<file path="config.mk">
export PLATFORM = sky130hd
export DESIGN_NAME = ingress_top
export DESIGN_NICKNAME = d
export VERILOG_FILES = /design/src/hdl/ingress_pkg.sv /design/src/hdl/ingress_port_buffer.sv /design/src/hdl/ingress_scheduler.sv /design/src/hdl/ingress_top.sv /design/src/hdl/ingress_width_adapt.sv
export VERILOG_INCLUDE_DIRS = /design/src /design/src/include
export SDC_FILE = /design/constraint.sdc
export NUM_CORES = 2
export LEC_CHECK = 0
export ABC_AREA = 0
export BUFFER_PORTS_ARGS = -buffer_cell sky130_fd_sc_hd__buf_4
export CAP_MARGIN = 20
export CELL_PAD_IN_SITES_DETAIL_PLACEMENT = 0
export CELL_PAD_IN_SITES_GLOBAL_PLACEMENT = 1
export CORE_MARGIN = 2
export CORE_UTILIZATION = 55
export CTS_CLUSTER_DIAMETER = 120
export DETAILED_ROUTE_END_ITERATION = 8
export PLACE_DENSITY = 0.85
export SETUP_SLACK_MARGIN = 0.2
export SLEW_MARGIN = 20
export SYNTH_ARGS = -nofsm -noshare
export SYNTH_HDL_FRONTEND = slang
export SYNTH_SLANG_ARGS = --single-unit
export TNS_END_PERCENT = 5
</file>
<file path="constraint.sdc">
create_clock -name ing_clk -period 5.8 [get_ports ing_clk]
set_input_delay 0.87 -clock ing_clk [delete_from_list [all_inputs] [get_ports ing_clk]]
set_output_delay 0.87 -clock ing_clk [all_outputs]
set_load 0.03 [all_outputs]
</file>
<file path="src/include/ingress_macros.svh">
//////////////////////////////
// Buffer depth must be a power of two. Port index width must cover ING_NUM_PORTS
//////////////////////////////

`ifndef INGRESS_MACROS_SVH
`define INGRESS_MACROS_SVH

// Byte-wide receive ports occupy the low port indices
`define ING_NUM_8B_PORTS 2
// Halfword ports follow the byte-wide ports in index order
`define ING_NUM_16B_PORTS 1
`define ING_NUM_PORTS (`ING_NUM_8B_PORTS + `ING_NUM_16B_PORTS)
`define ING_PORT_IDX_W 2

// Output word size in bytes
`define ING_WORD_BYTES 4
// Words held by each port buffer
`define ING_BUF_DEPTH 16
// Width of every packet counter
`define ING_CNT_W 16

`endif

</file>
<file path="src/hdl/ingress_pkg.sv">
//////////////////////////////
// Byte 0 of every data field is the first byte on the wire
//////////////////////////////

`default_nettype none

`include "ingress_macros.svh"

package ingress_pkg;

    //////////////////////////////
    // Receive port beats
    //////////////////////////////

    // One byte per beat with the end-of-packet marker
    typedef struct packed {
        logic       last;
        logic [7:0] data;
    } beat8_t;

    // Two bytes per beat, data[7:0] is the earlier byte
    // The upper byte may only be empty on the last beat of a packet
    typedef struct packed {
        logic        last;
        logic        upper_valid;
        logic [15:0] data;
    } beat16_t;

    //////////////////////////////
    // Packed words and output bus
    //////////////////////////////

    // Keep is contiguous from bit 0 and marks the bytes that carry data
    typedef struct packed {
        logic                         last;
        logic [`ING_WORD_BYTES-1:0]   keep;
        logic [8*`ING_WORD_BYTES-1:0] data;
    } word_t;

    // Output bus word tagged with the receive port it came from
    typedef struct packed {
        word_t                      word;
        logic [`ING_PORT_IDX_W-1:0] port;
    } ing_bus_t;

endpackage

`default_nettype wire

</file>
<file path="src/hdl/ingress_port_buffer.sv">
//////////////////////////////
// Never stalls the writer. A packet that hits a full buffer is dropped whole
//////////////////////////////

`timescale 1ns/1ns
`default_nettype none

`include "ingress_macros.svh"

module ingress_port_buffer (
    input  var logic               ing_clk,
    input  var logic               reset,
    input  var ingress_pkg::word_t word,
    input  var logic               word_valid,
    input  var logic               pop,
    input  var logic               ovf_clear,
    output ingress_pkg::word_t     head,
    output logic                   pkt_ready,
    output logic                   overflow
);

    localparam int DEPTH  = `ING_BUF_DEPTH;
    localparam int ADDR_W = $clog2(DEPTH);

    // Word storage, read asynchronously at the read pointer
    ingress_pkg::word_t mem [DEPTH];

    // Pointers carry one extra bit so full and empty differ
    logic [ADDR_W:0] wr_ptr;
    logic [ADDR_W:0] rd_ptr;
    logic [ADDR_W:0] start_ptr;
    logic [ADDR_W:0] used;
    logic [ADDR_W:0] pkt_cnt;
    logic            full;
    logic            discarding;
    logic            wr_en;
    logic            ovf_hit;
    logic            store_last;
    logic            pop_last;

    //////////////////////////////
    // Occupancy and write control
    //////////////////////////////

    assign used = wr_ptr - rd_ptr;
    assign full = (used == (ADDR_W + 1)'(DEPTH));

    // Words of a dropped packet are ignored up to and including its last word
    assign wr_en   = word_valid && !discarding && !full;
    assign ovf_hit = word_valid && !discarding && full;

    assign store_last = wr_en && word.last;
    assign pop_last   = pop && head.last;

    always_ff @(posedge ing_clk) begin
        if (wr_en) begin
            mem[wr_ptr[ADDR_W-1:0]] <= word;
        end
    end

    //////////////////////////////
    // Pointer and packet tracking
    //////////////////////////////

    always_ff @(posedge ing_clk) begin
        if (reset) begin
            wr_ptr     <= '0;
            rd_ptr     <= '0;
            start_ptr  <= '0;
            discarding <= 1'b0;
        end else begin
            if (wr_en) begin
                wr_ptr <= wr_ptr + 1'b1;
                // The next packet begins right after a stored last word
                if (word.last) begin
                    start_ptr <= wr_ptr + 1'b1;
                end
            end else if (ovf_hit) begin
                // Roll back over the partial packet already written
                wr_ptr     <= start_ptr;
                discarding <= !word.last;
            end
            if (discarding && word_valid && word.last) begin
                discarding <= 1'b0;
            end
            if (pop) begin
                rd_ptr <= rd_ptr + 1'b1;
            end
        end
    end

    // Complete packets held in the buffer
    always_ff @(posedge ing_clk) begin
        if (reset) begin
            pkt_cnt <= '0;
        end else begin
            case ({store_last, pop_last})
                2'b10:   pkt_cnt <= pkt_cnt + 1'b1;
                2'b01:   pkt_cnt <= pkt_cnt - 1'b1;
                default: pkt_cnt <= pkt_cnt;
            endcase
        end
    end

    assign pkt_ready = (pkt_cnt != '0);
    assign head      = mem[rd_ptr[ADDR_W-1:0]];

    //////////////////////////////
    // Overflow flag
    //////////////////////////////

    // Sticky until cleared, a new drop wins over a clear in the same cycle
    always_ff @(posedge ing_clk) begin
        if (reset) begin
            overflow <= 1'b0;
        end else if (ovf_hit) begin
            overflow <= 1'b1;
        end else if (ovf_clear) begin
            overflow <= 1'b0;
        end
    end

endmodule

`default_nettype wire

</file>
<file path="src/hdl/ingress_scheduler.sv">
//////////////////////////////
// Serves whole packets only. One idle cycle separates consecutive packets
//////////////////////////////

`timescale 1ns/1ns
`default_nettype none

`include "ingress_macros.svh"

module ingress_scheduler (
    input  var logic                      ing_clk,
    input  var logic                      reset,
    input  var logic [`ING_NUM_PORTS-1:0] pkt_ready,
    input  var ingress_pkg::word_t        heads [`ING_NUM_PORTS-1:0],
    output logic [`ING_NUM_PORTS-1:0]     pop,
    output ingress_pkg::ing_bus_t         out_bus,
    output logic                          out_valid,
    input  var logic                      out_ready,
    input  var logic                      out_cnt_clear,
    output logic [`ING_CNT_W-1:0]         out_pkt_cnt
);

    localparam int N     = `ING_NUM_PORTS;
    localparam int IDX_W = `ING_PORT_IDX_W;

    logic               busy;
    logic [IDX_W-1:0]   cur_port;
    logic [IDX_W-1:0]   next_port;
    logic               found;
    logic               load;
    ingress_pkg::word_t cur_head;

    //////////////////////////////
    // Round-robin arbiter
    //////////////////////////////

    // Search starts at the port after the one served last
    always_comb begin
        int idx;
        found     = 1'b0;
        next_port = cur_port;
        for (int k = 1; k <= N; k++) begin
            idx = (int'(cur_port) + k) % N;
            if (!found && pkt_ready[idx]) begin
                found     = 1'b1;
                next_port = IDX_W'(idx);
            end
        end
    end

    // The grant stays locked until the last word of the packet is loaded
    // Once idle the current port is the last one served
    always_ff @(posedge ing_clk) begin
        if (reset) begin
            busy     <= 1'b0;
            cur_port <= IDX_W'(N - 1);
        end else if (!busy) begin
            if (found) begin
                busy     <= 1'b1;
                cur_port <= next_port;
            end
        end else if (load && cur_head.last) begin
            busy <= 1'b0;
        end
    end

    //////////////////////////////
    // Word transfer
    //////////////////////////////

    assign cur_head = heads[cur_port];

    // Take a word whenever the output register is empty or draining
    assign load = busy && (!out_valid || out_ready);

    always_comb begin
        pop           = '0;
        pop[cur_port] = load;
    end

    always_ff @(posedge ing_clk) begin
        if (reset) begin
            out_valid <= 1'b0;
        end else if (load) begin
            out_valid <= 1'b1;
        end else if (out_ready) begin
            out_valid <= 1'b0;
        end
    end

    // Output register holds its word while the sink is stalled
    always_ff @(posedge ing_clk) begin
        if (load) begin
            out_bus.word <= cur_head;
            out_bus.port <= cur_port;
        end
    end

    //////////////////////////////
    // Output packet counter
    //////////////////////////////

    // Counts packets whose last word is accepted and sticks at the maximum
    always_ff @(posedge ing_clk) begin
        if (reset || out_cnt_clear) begin
            out_pkt_cnt <= '0;
        end else if (out_valid && out_ready && out_bus.word.last && !(&out_pkt_cnt)) begin
            out_pkt_cnt <= out_pkt_cnt + 1'b1;
        end
    end

endmodule

`default_nettype wire

</file>
<file path="src/hdl/ingress_top.sv">
//////////////////////////////
// Byte ports take indices 0 and 1, the halfword port takes index 2
//////////////////////////////

`timescale 1ns/1ns
`default_nettype none

`include "ingress_macros.svh"

module ingress_top (
    input  var logic                         ing_clk,
    input  var logic                         reset,
    input  var ingress_pkg::beat8_t          beats8 [`ING_NUM_8B_PORTS-1:0],
    input  var logic [`ING_NUM_8B_PORTS-1:0] beats8_valid,
    input  var ingress_pkg::beat16_t         beat16,
    input  var logic                         beat16_valid,
    input  var logic [`ING_NUM_PORTS-1:0]    port_enable,
    input  var logic [`ING_NUM_PORTS-1:0]    cnt_clear,
    input  var logic [`ING_NUM_PORTS-1:0]    ovf_clear,
    output logic [`ING_CNT_W-1:0]            pkt_cnt [`ING_NUM_PORTS-1:0],
    output logic [`ING_NUM_PORTS-1:0]        overflow,
    output ingress_pkg::ing_bus_t            out_bus,
    output logic                             out_valid,
    input  var logic                         out_ready,
    input  var logic                         out_cnt_clear,
    output logic [`ING_CNT_W-1:0]            out_pkt_cnt
);

    // Packed words from the adapters
    ingress_pkg::word_t              words [`ING_NUM_PORTS-1:0];
    logic [`ING_NUM_PORTS-1:0]       words_valid;

    // Buffer heads and handshake toward the scheduler
    ingress_pkg::word_t              heads [`ING_NUM_PORTS-1:0];
    logic [`ING_NUM_PORTS-1:0]       pkt_ready;
    logic [`ING_NUM_PORTS-1:0]       pop;

    //////////////////////////////
    // Width adapters
    //////////////////////////////

    for (genvar p = 0; p < `ING_NUM_8B_PORTS; p++) begin : gen_adapt8
        ingress_width_adapt #(
            .beat_t     ( ingress_pkg::beat8_t )
        ) adapt8_inst (
            .ing_clk    ( ing_clk         ),
            .reset      ( reset           ),
            .beat       ( beats8[p]       ),
            .beat_valid ( beats8_valid[p] ),
            .enable     ( port_enable[p]  ),
            .cnt_clear  ( cnt_clear[p]    ),
            .word       ( words[p]        ),
            .word_valid ( words_valid[p]  ),
            .pkt_cnt    ( pkt_cnt[p]      )
        );
    end

    // The halfword port sits right after the byte ports
    ingress_width_adapt #(
        .beat_t     ( ingress_pkg::beat16_t )
    ) adapt16_inst (
        .ing_clk    ( ing_clk                                ),
        .reset      ( reset                                  ),
        .beat       ( beat16                                 ),
        .beat_valid ( beat16_valid                           ),
        .enable     ( port_enable[`ING_NUM_8B_PORTS]         ),
        .cnt_clear  ( cnt_clear[`ING_NUM_8B_PORTS]           ),
        .word       ( words[`ING_NUM_8B_PORTS]               ),
        .word_valid ( words_valid[`ING_NUM_8B_PORTS]         ),
        .pkt_cnt    ( pkt_cnt[`ING_NUM_8B_PORTS]             )
    );

    //////////////////////////////
    // Packet buffers
    //////////////////////////////

    for (genvar p = 0; p < `ING_NUM_PORTS; p++) begin : gen_buf
        ingress_port_buffer port_buffer_inst (
            .ing_clk    ( ing_clk        ),
            .reset      ( reset          ),
            .word       ( words[p]       ),
            .word_valid ( words_valid[p] ),
            .pop        ( pop[p]         ),
            .ovf_clear  ( ovf_clear[p]   ),
            .head       ( heads[p]       ),
            .pkt_ready  ( pkt_ready[p]   ),
            .overflow   ( overflow[p]    )
        );
    end

    //////////////////////////////
    // Output scheduler
    //////////////////////////////

    ingress_scheduler scheduler_inst (
        .ing_clk       ( ing_clk       ),
        .reset         ( reset         ),
        .pkt_ready     ( pkt_ready     ),
        .heads         ( heads         ),
        .pop           ( pop           ),
        .out_bus       ( out_bus       ),
        .out_valid     ( out_valid     ),
        .out_ready     ( out_ready     ),
        .out_cnt_clear ( out_cnt_clear ),
        .out_pkt_cnt   ( out_pkt_cnt   )
    );

endmodule

`default_nettype wire

</file>
<file path="src/hdl/ingress_width_adapt.sv">
//////////////////////////////
// Enable is sampled on the first beat of a packet and holds for the whole packet
//////////////////////////////

`timescale 1ns/1ns
`default_nettype none

`include "ingress_macros.svh"

module ingress_width_adapt #(
    parameter type beat_t = ingress_pkg::beat8_t
) (
    input  var logic                  ing_clk,
    input  var logic                  reset,
    input  var beat_t                 beat,
    input  var logic                  beat_valid,
    input  var logic                  enable,
    input  var logic                  cnt_clear,
    output ingress_pkg::word_t        word,
    output logic                      word_valid,
    output logic [`ING_CNT_W-1:0]     pkt_cnt
);

    // Beat layout is last flag on top, then an optional upper-valid flag, then data
    localparam int BEAT_BYTES = ($bits(beat_t) - 1) / 8;
    localparam int VLD_BIT    = (BEAT_BYTES > 1) ? 8 * BEAT_BYTES : 0;
    localparam int WB         = `ING_WORD_BYTES;
    localparam int FILL_W     = $clog2(WB) + 1;

    logic [$bits(beat_t)-1:0] beat_bits;
    logic [8*BEAT_BYTES-1:0]  beat_data;
    logic [FILL_W-1:0]        beat_nbytes;
    logic                     mid_pkt;
    logic                     taking;
    logic                     accept;
    logic [FILL_W-1:0]        fill;
    logic [FILL_W-1:0]        fill_next;
    logic [8*WB-1:0]          asm_data;
    logic [8*WB-1:0]          asm_next;
    logic [WB-1:0]            keep_next;
    logic                     word_done;

    //////////////////////////////
    // Beat decode
    //////////////////////////////

    assign beat_bits = beat;
    assign beat_data = beat_bits[8*BEAT_BYTES-1:0];

    // A byte-wide beat always holds one byte
    always_comb begin
        beat_nbytes = FILL_W'(1);
        if (BEAT_BYTES > 1 && beat_bits[VLD_BIT]) begin
            beat_nbytes = FILL_W'(BEAT_BYTES);
        end
    end

    // Mid-packet beats follow the decision made on the first beat
    assign accept = beat_valid && (mid_pkt ? taking : enable);

    //////////////////////////////
    // Byte packing
    //////////////////////////////

    always_comb begin
        // A fresh word starts from zero so unkept bytes read as zero
        asm_next = (fill == '0) ? '0 : asm_data;
        for (int i = 0; i < BEAT_BYTES; i++) begin
            if (i < int'(beat_nbytes) && int'(fill) + i < WB) begin
                asm_next[8*(int'(fill)+i) +: 8] = beat_data[8*i +: 8];
            end
        end
        fill_next = fill + beat_nbytes;
        for (int b = 0; b < WB; b++) begin
            keep_next[b] = (b < int'(fill_next));
        end
        // Emit on a full word or on the end of the packet
        word_done = (fill_next >= FILL_W'(WB)) || beat.last;
    end

    always_ff @(posedge ing_clk) begin
        if (reset) begin
            fill       <= '0;
            mid_pkt    <= 1'b0;
            taking     <= 1'b0;
            word_valid <= 1'b0;
        end else begin
            word_valid <= 1'b0;
            // Packet boundaries are tracked on every beat, taken or not
            if (beat_valid) begin
                mid_pkt <= !beat.last;
                if (!mid_pkt) begin
                    taking <= enable;
                end
            end
            if (accept) begin
                if (word_done) begin
                    word_valid <= 1'b1;
                    fill       <= '0;
                end else begin
                    fill <= fill_next;
                end
            end
        end
    end

    // Assembly and output word registers
    always_ff @(posedge ing_clk) begin
        if (accept) begin
            asm_data <= asm_next;
            if (word_done) begin
                word.data <= asm_next;
                word.keep <= keep_next;
                word.last <= beat.last;
            end
        end
    end

    //////////////////////////////
    // Packet counter
    //////////////////////////////

    // Counts accepted packets and sticks at the maximum
    always_ff @(posedge ing_clk) begin
        if (reset || cnt_clear) begin
            pkt_cnt <= '0;
        end else if (accept && beat.last && !(&pkt_cnt)) begin
            pkt_cnt <= pkt_cnt + 1'b1;
        end
    end

endmodule

`default_nettype wire

</file>
==> results by group <==
Outcome
  • Status: complete, no violations

Floorplan
  • Die width: 398 um
  • Cell Rows: around 140
  • Core area: about 150000 um2
  • Die footprint: ~160000 um2
  • I/O pin cnt: about 160
  • Die height: between 300 and 400 um
  • Starting Density: between 50% and 60%

Pwr
  • Comb pwr share: ~7.7%
  • Internal: 0.0261 W
  • Seq pwr share: between 50% and 60%
  • PD cells: about 350 nW/um2
  • Leak: approximately 30 nW
  • Clock power share: roughly two fifths
  • Max VDD drop: 0.000405 V
  • P_sw: slightly below 0.008 W
  • Sw Ratio: between 20 and 25%

Logic synthesis
  • Largest area contributor in the netlist: edfxtp_1
  • EDFF count, synth: about 2000
  • Asr flop ratio synth: 0%
  • Post-synth top cells: edfxtp_1 (2022), mux4_2 (551), nor2_1 (167)
  • Average size of a mapped cell: approximately 20 um2
  • Post-Syn Nets: between 4000 and 5000
  • Synth area leaders: edfxtp_1 (71%), mux4_2 (15%), dfxtp_1 (3.8%), ha_1 (0.89%), nor2_1 (0.74%)
  • Synth Register Bits: approximately 2200
  • Count leader, synth: edfxtp_1
  • Post-Synthesis Cells: ~4300
  • Synth top area share: between 70 and 80%
  • Yosys cell types: between 50 and 60
  • Syn. warnings: 0
  • Top FF cell, synth: edfxtp_1
  • Cell area after synthesis: about 85000 um2
  • Seq/Total Area, Yosys: approximately three quarters

Setup path
  • Worst Setup End Kind: register
  • Slowest stage delay, CP: 0.79 ns
  • Worst Path Buf+Inv: 1
  • Reg2reg start: gen_buf[2].port_buffer_inst.rd_ptr[1]$_SDFFE_PP0P_
  • Cell repeated most along the worst path: ha_1
  • CP startpoint kind: register
  • Crit Path Max Fanout: 15
  • Slowest cell on the critical path: nor2_1
  • Crit-path leading delay family: simple AND/OR/NAND/NOR gates
  • Crit path cell chain: inv_1, ha_1, nor2b_1, o21a_1, o211a_1, o21a_1, nor2_1, nand2_1, ha_1, ha_1, nor2b_1, o21ai_0, and3_1, nor3_1, xnor2_1, nor2_1
  • Critical Path AT: between 4 and 5 ns
  • Critical path origin: gen_buf[2].port_buffer_inst.rd_ptr[1]$_SDFFE_PP0P_
  • Critical path required time: about 6.5 ns
  • CP Class: reg -> reg

STA
  • Clk_skew: between 0.06 and 0.07 ns
  • Final Slew Violations: 0
  • Tmin final: 4.14 ns
  • Final Setup Violations: 0
  • RSZ-0062 raised after global routing: no
  • Worst Tran Pin Value: ~1.2 ns
  • Final worst slack: roughly 1.7 ns
  • Final worst-path cycle share: between 70% and 80%
  • Relative slew slack: 20.7%
  • Hold violation total from the final report: 0
  • Max Fclk: between 200 and 250 MHz
  • Sum of negative setup slack: 0 ns

Worst hold path
  • HP Class: in -> reg
  • Worst Hold Launch: beat16_valid

Final layout
  • Fillers: approximately 10000
  • Synthesis-to-layout area growth: 12.5%
  • Share of post-route cells with drive strength above 1: 25.4%
  • Post-route cell area: between 90000 and 100000 um2
  • Nets: 4601
  • Multi-input logic area: roughly 20000 um2
  • Total area of sequential cells: between 60000 and 70000 um2
  • Core Util, Final: around 62%

Clocking
  • CTS H-tree depth: 4
  • Clock buffer depth: 3
  • Post-CTS setup buffers: 0
  • Clock Sinks: 2186
  • Root Buffer: clkbuf_16
  • CTS tree: done
  • Clock Latency Late Sink: ~0.86 ns
  • Inserted Clock Buffers: 209
  • Hold_buf cts: 0
  • Post-cts sizing count: 0
  • Clk pin slew, worst setup/hold paths: ~0.060 ns

GRT
  • Total GRT Usage: 26.1%
  • First-pass GRT wire length: 299 mm
  • Initial antenna violation count: 10
  • Vias in the first global route: between 40000 and 50000
  • Total grt overflow: 0
  • Largest net degree at the start of global routing: between 100 and 150

Routing
  • DRC: 0
  • DRT iter0 DRCs: ~5500
  • Total number of vias: around 43000
  • Post-Route WL: 205 mm
  • DRT Pass-1 Iters: 6
  • Routed len/inst: between 30 and 40 um
  • Antenna Nets Post-Route: 0
  • Via density: between 6 and 7

Place
  • Placed Area: roughly 90000 um2
  • Port Buf Inserts: 158
  • Gpl congestion: ~0.8
  • Post-DP HPWL: around 110 mm
  • Setup slack at placement: around 1.7 ns

Flow run
  • Max-cap violations: 0
==> final timing paths <==
| kind | to | slack, ns | cells past startpoint |
|---|---|---|---|
| min | adapt16_inst.mid_pkt$_SDFFE_PP0P_ | 0.25 | 2 |
| min reg2reg | gen_buf[1].port_buffer_inst.wr_ptr[3]$_SDFFE_PP0P_ | 0.47 | 2 |
| max reg2reg | gen_buf[2].port_buffer_inst.pkt_cnt[4]$_SDFFE_PP0P_ | 1.66 | 16 |
| max | gen_buf[2].port_buffer_inst.pkt_cnt[4]$_SDFFE_PP0P_ | 1.66 | 16 |
==> per-layer routing <==
metal / part of all wire, % / vias to the layer above / global-route usage [%]
met4: 3.4 / 4 / 9.15
met3: 9.0 / 364 / 5.01
li1: - / 17800 / -
met1: 37 / 22500 / 35.4
met2: 50 / 2379 / 42.6
met5: 0.011 / - / 0
==> placed cells by master, fill, tap and decap left out, types with 11 or more instances in the layout <==
master / n
nand4_1: 34
nor2_1: 139
nand3b_1: 28
mux2_2: 16
dfxtp_1: 152
nor3b_1: 29
clkbuf_1: 52
nand2_1: 149
nor4_1: 11
and4_1: 13
ha_1: 61
clkinv_2: 37
nor3_2: 12
a21oi_1: 77
nand2b_1: 40
a221o_1: 37
and3_1: 21
nor3_1: 27
or3_1: 12
o21ai_0: 101
mux4_2: 551
clkinv_1: 38
buf_4: 230
a31oi_1: 24
nor2_4: 27
nand3_1: 71
clkbuf_16: 209
mux2i_1: 22
and2_1: 15
nor2b_1: 58
inv_1: 87
xor2_1: 61
bufinv_16: 16
xnor2_1: 31
edfxtp_1: 2022
==> flip-flops by register name (all words and copies together), names as in the netlist, 16 cells and up, named ones only <==
name and count:
adapt16_inst.pkt_cnt 16, gen_adapt8.adapt8_inst.word 74, adapt16_inst.asm_data 32, gen_buf.port_buffer_inst.mem 1776
adapt16_inst.word 37, gen_adapt8.adapt8_inst.asm_data 64, gen_adapt8.adapt8_inst.pkt_cnt 32, scheduler_inst.out_bus 39
scheduler_inst.out_pkt_cnt 16
==> stage by stage <==
step / hold WS, ns / power, W / std cells
2_1_floorplan: 0.445 / 0.0198 / 4256
3_3_place_gp: 0.455 / 0.0206 / 6316
3_5_place_dp: 0.466 / 0.0207 / 6316
4_1_cts: 0.190 / 0.0340 / 6705
5_1_grt: 0.223 / 0.0347 / 6706
6_report: 0.250 / 0.0339 / 6708
==> worst reg2reg max path: stages (launching register included) <==
cell and delay, ns:
dfxtp_1 0.37, inv_1 0.06, ha_1 0.29, nor2b_1 0.13, o21a_1 0.18, o211a_1 0.21
o21a_1 0.32, nor2_1 0.79, nand2_1 0.13, ha_1 0.31, ha_1 0.34, nor2b_1 0.18
o21ai_0 0.12, and3_1 0.21, nor3_1 0.19, xnor2_1 0.15, nor2_1 0.05
==> power by group through the flow <==
stage | Sequential [W] | Clock, W | Combinational [W]
global placement | 0.0181 | 0 | 0.00255
floorplan | 0.0180 | 0 | 0.00171
finish | 0.0178 | 0.0135 | 0.00263
CTS | 0.0178 | 0.0136 | 0.00264
detailed placement | 0.0181 | 0 | 0.00259
global route | 0.0178 | 0.0142 | 0.00276
==> cell type report <==
type	count	share of cell area (%)
antenna	2	0.00522
tap	2044	2.67
multi-input combinational	1763	21.2
inverter	87	0.340
clock buffer	270	5.78
clock inverter	119	1.28
timing repair buffer	237	1.95
sequential	2186	66.8
==> cells by family after synthesis <==
kind of cell	after synthesis	synth area share (%)
AO/OA/AOI/OAI	296	2.20
XOR/XNOR	92	0.945
adder cells (fa/ha/maj)	65	0.989
buffers and inverters	307	1.45
flip-flops	2186	75.0
multiplexers	589	15.0
AND/OR/NAND/NOR	721	4.35
Note: power is estimated with default switching activity, not from simulation.
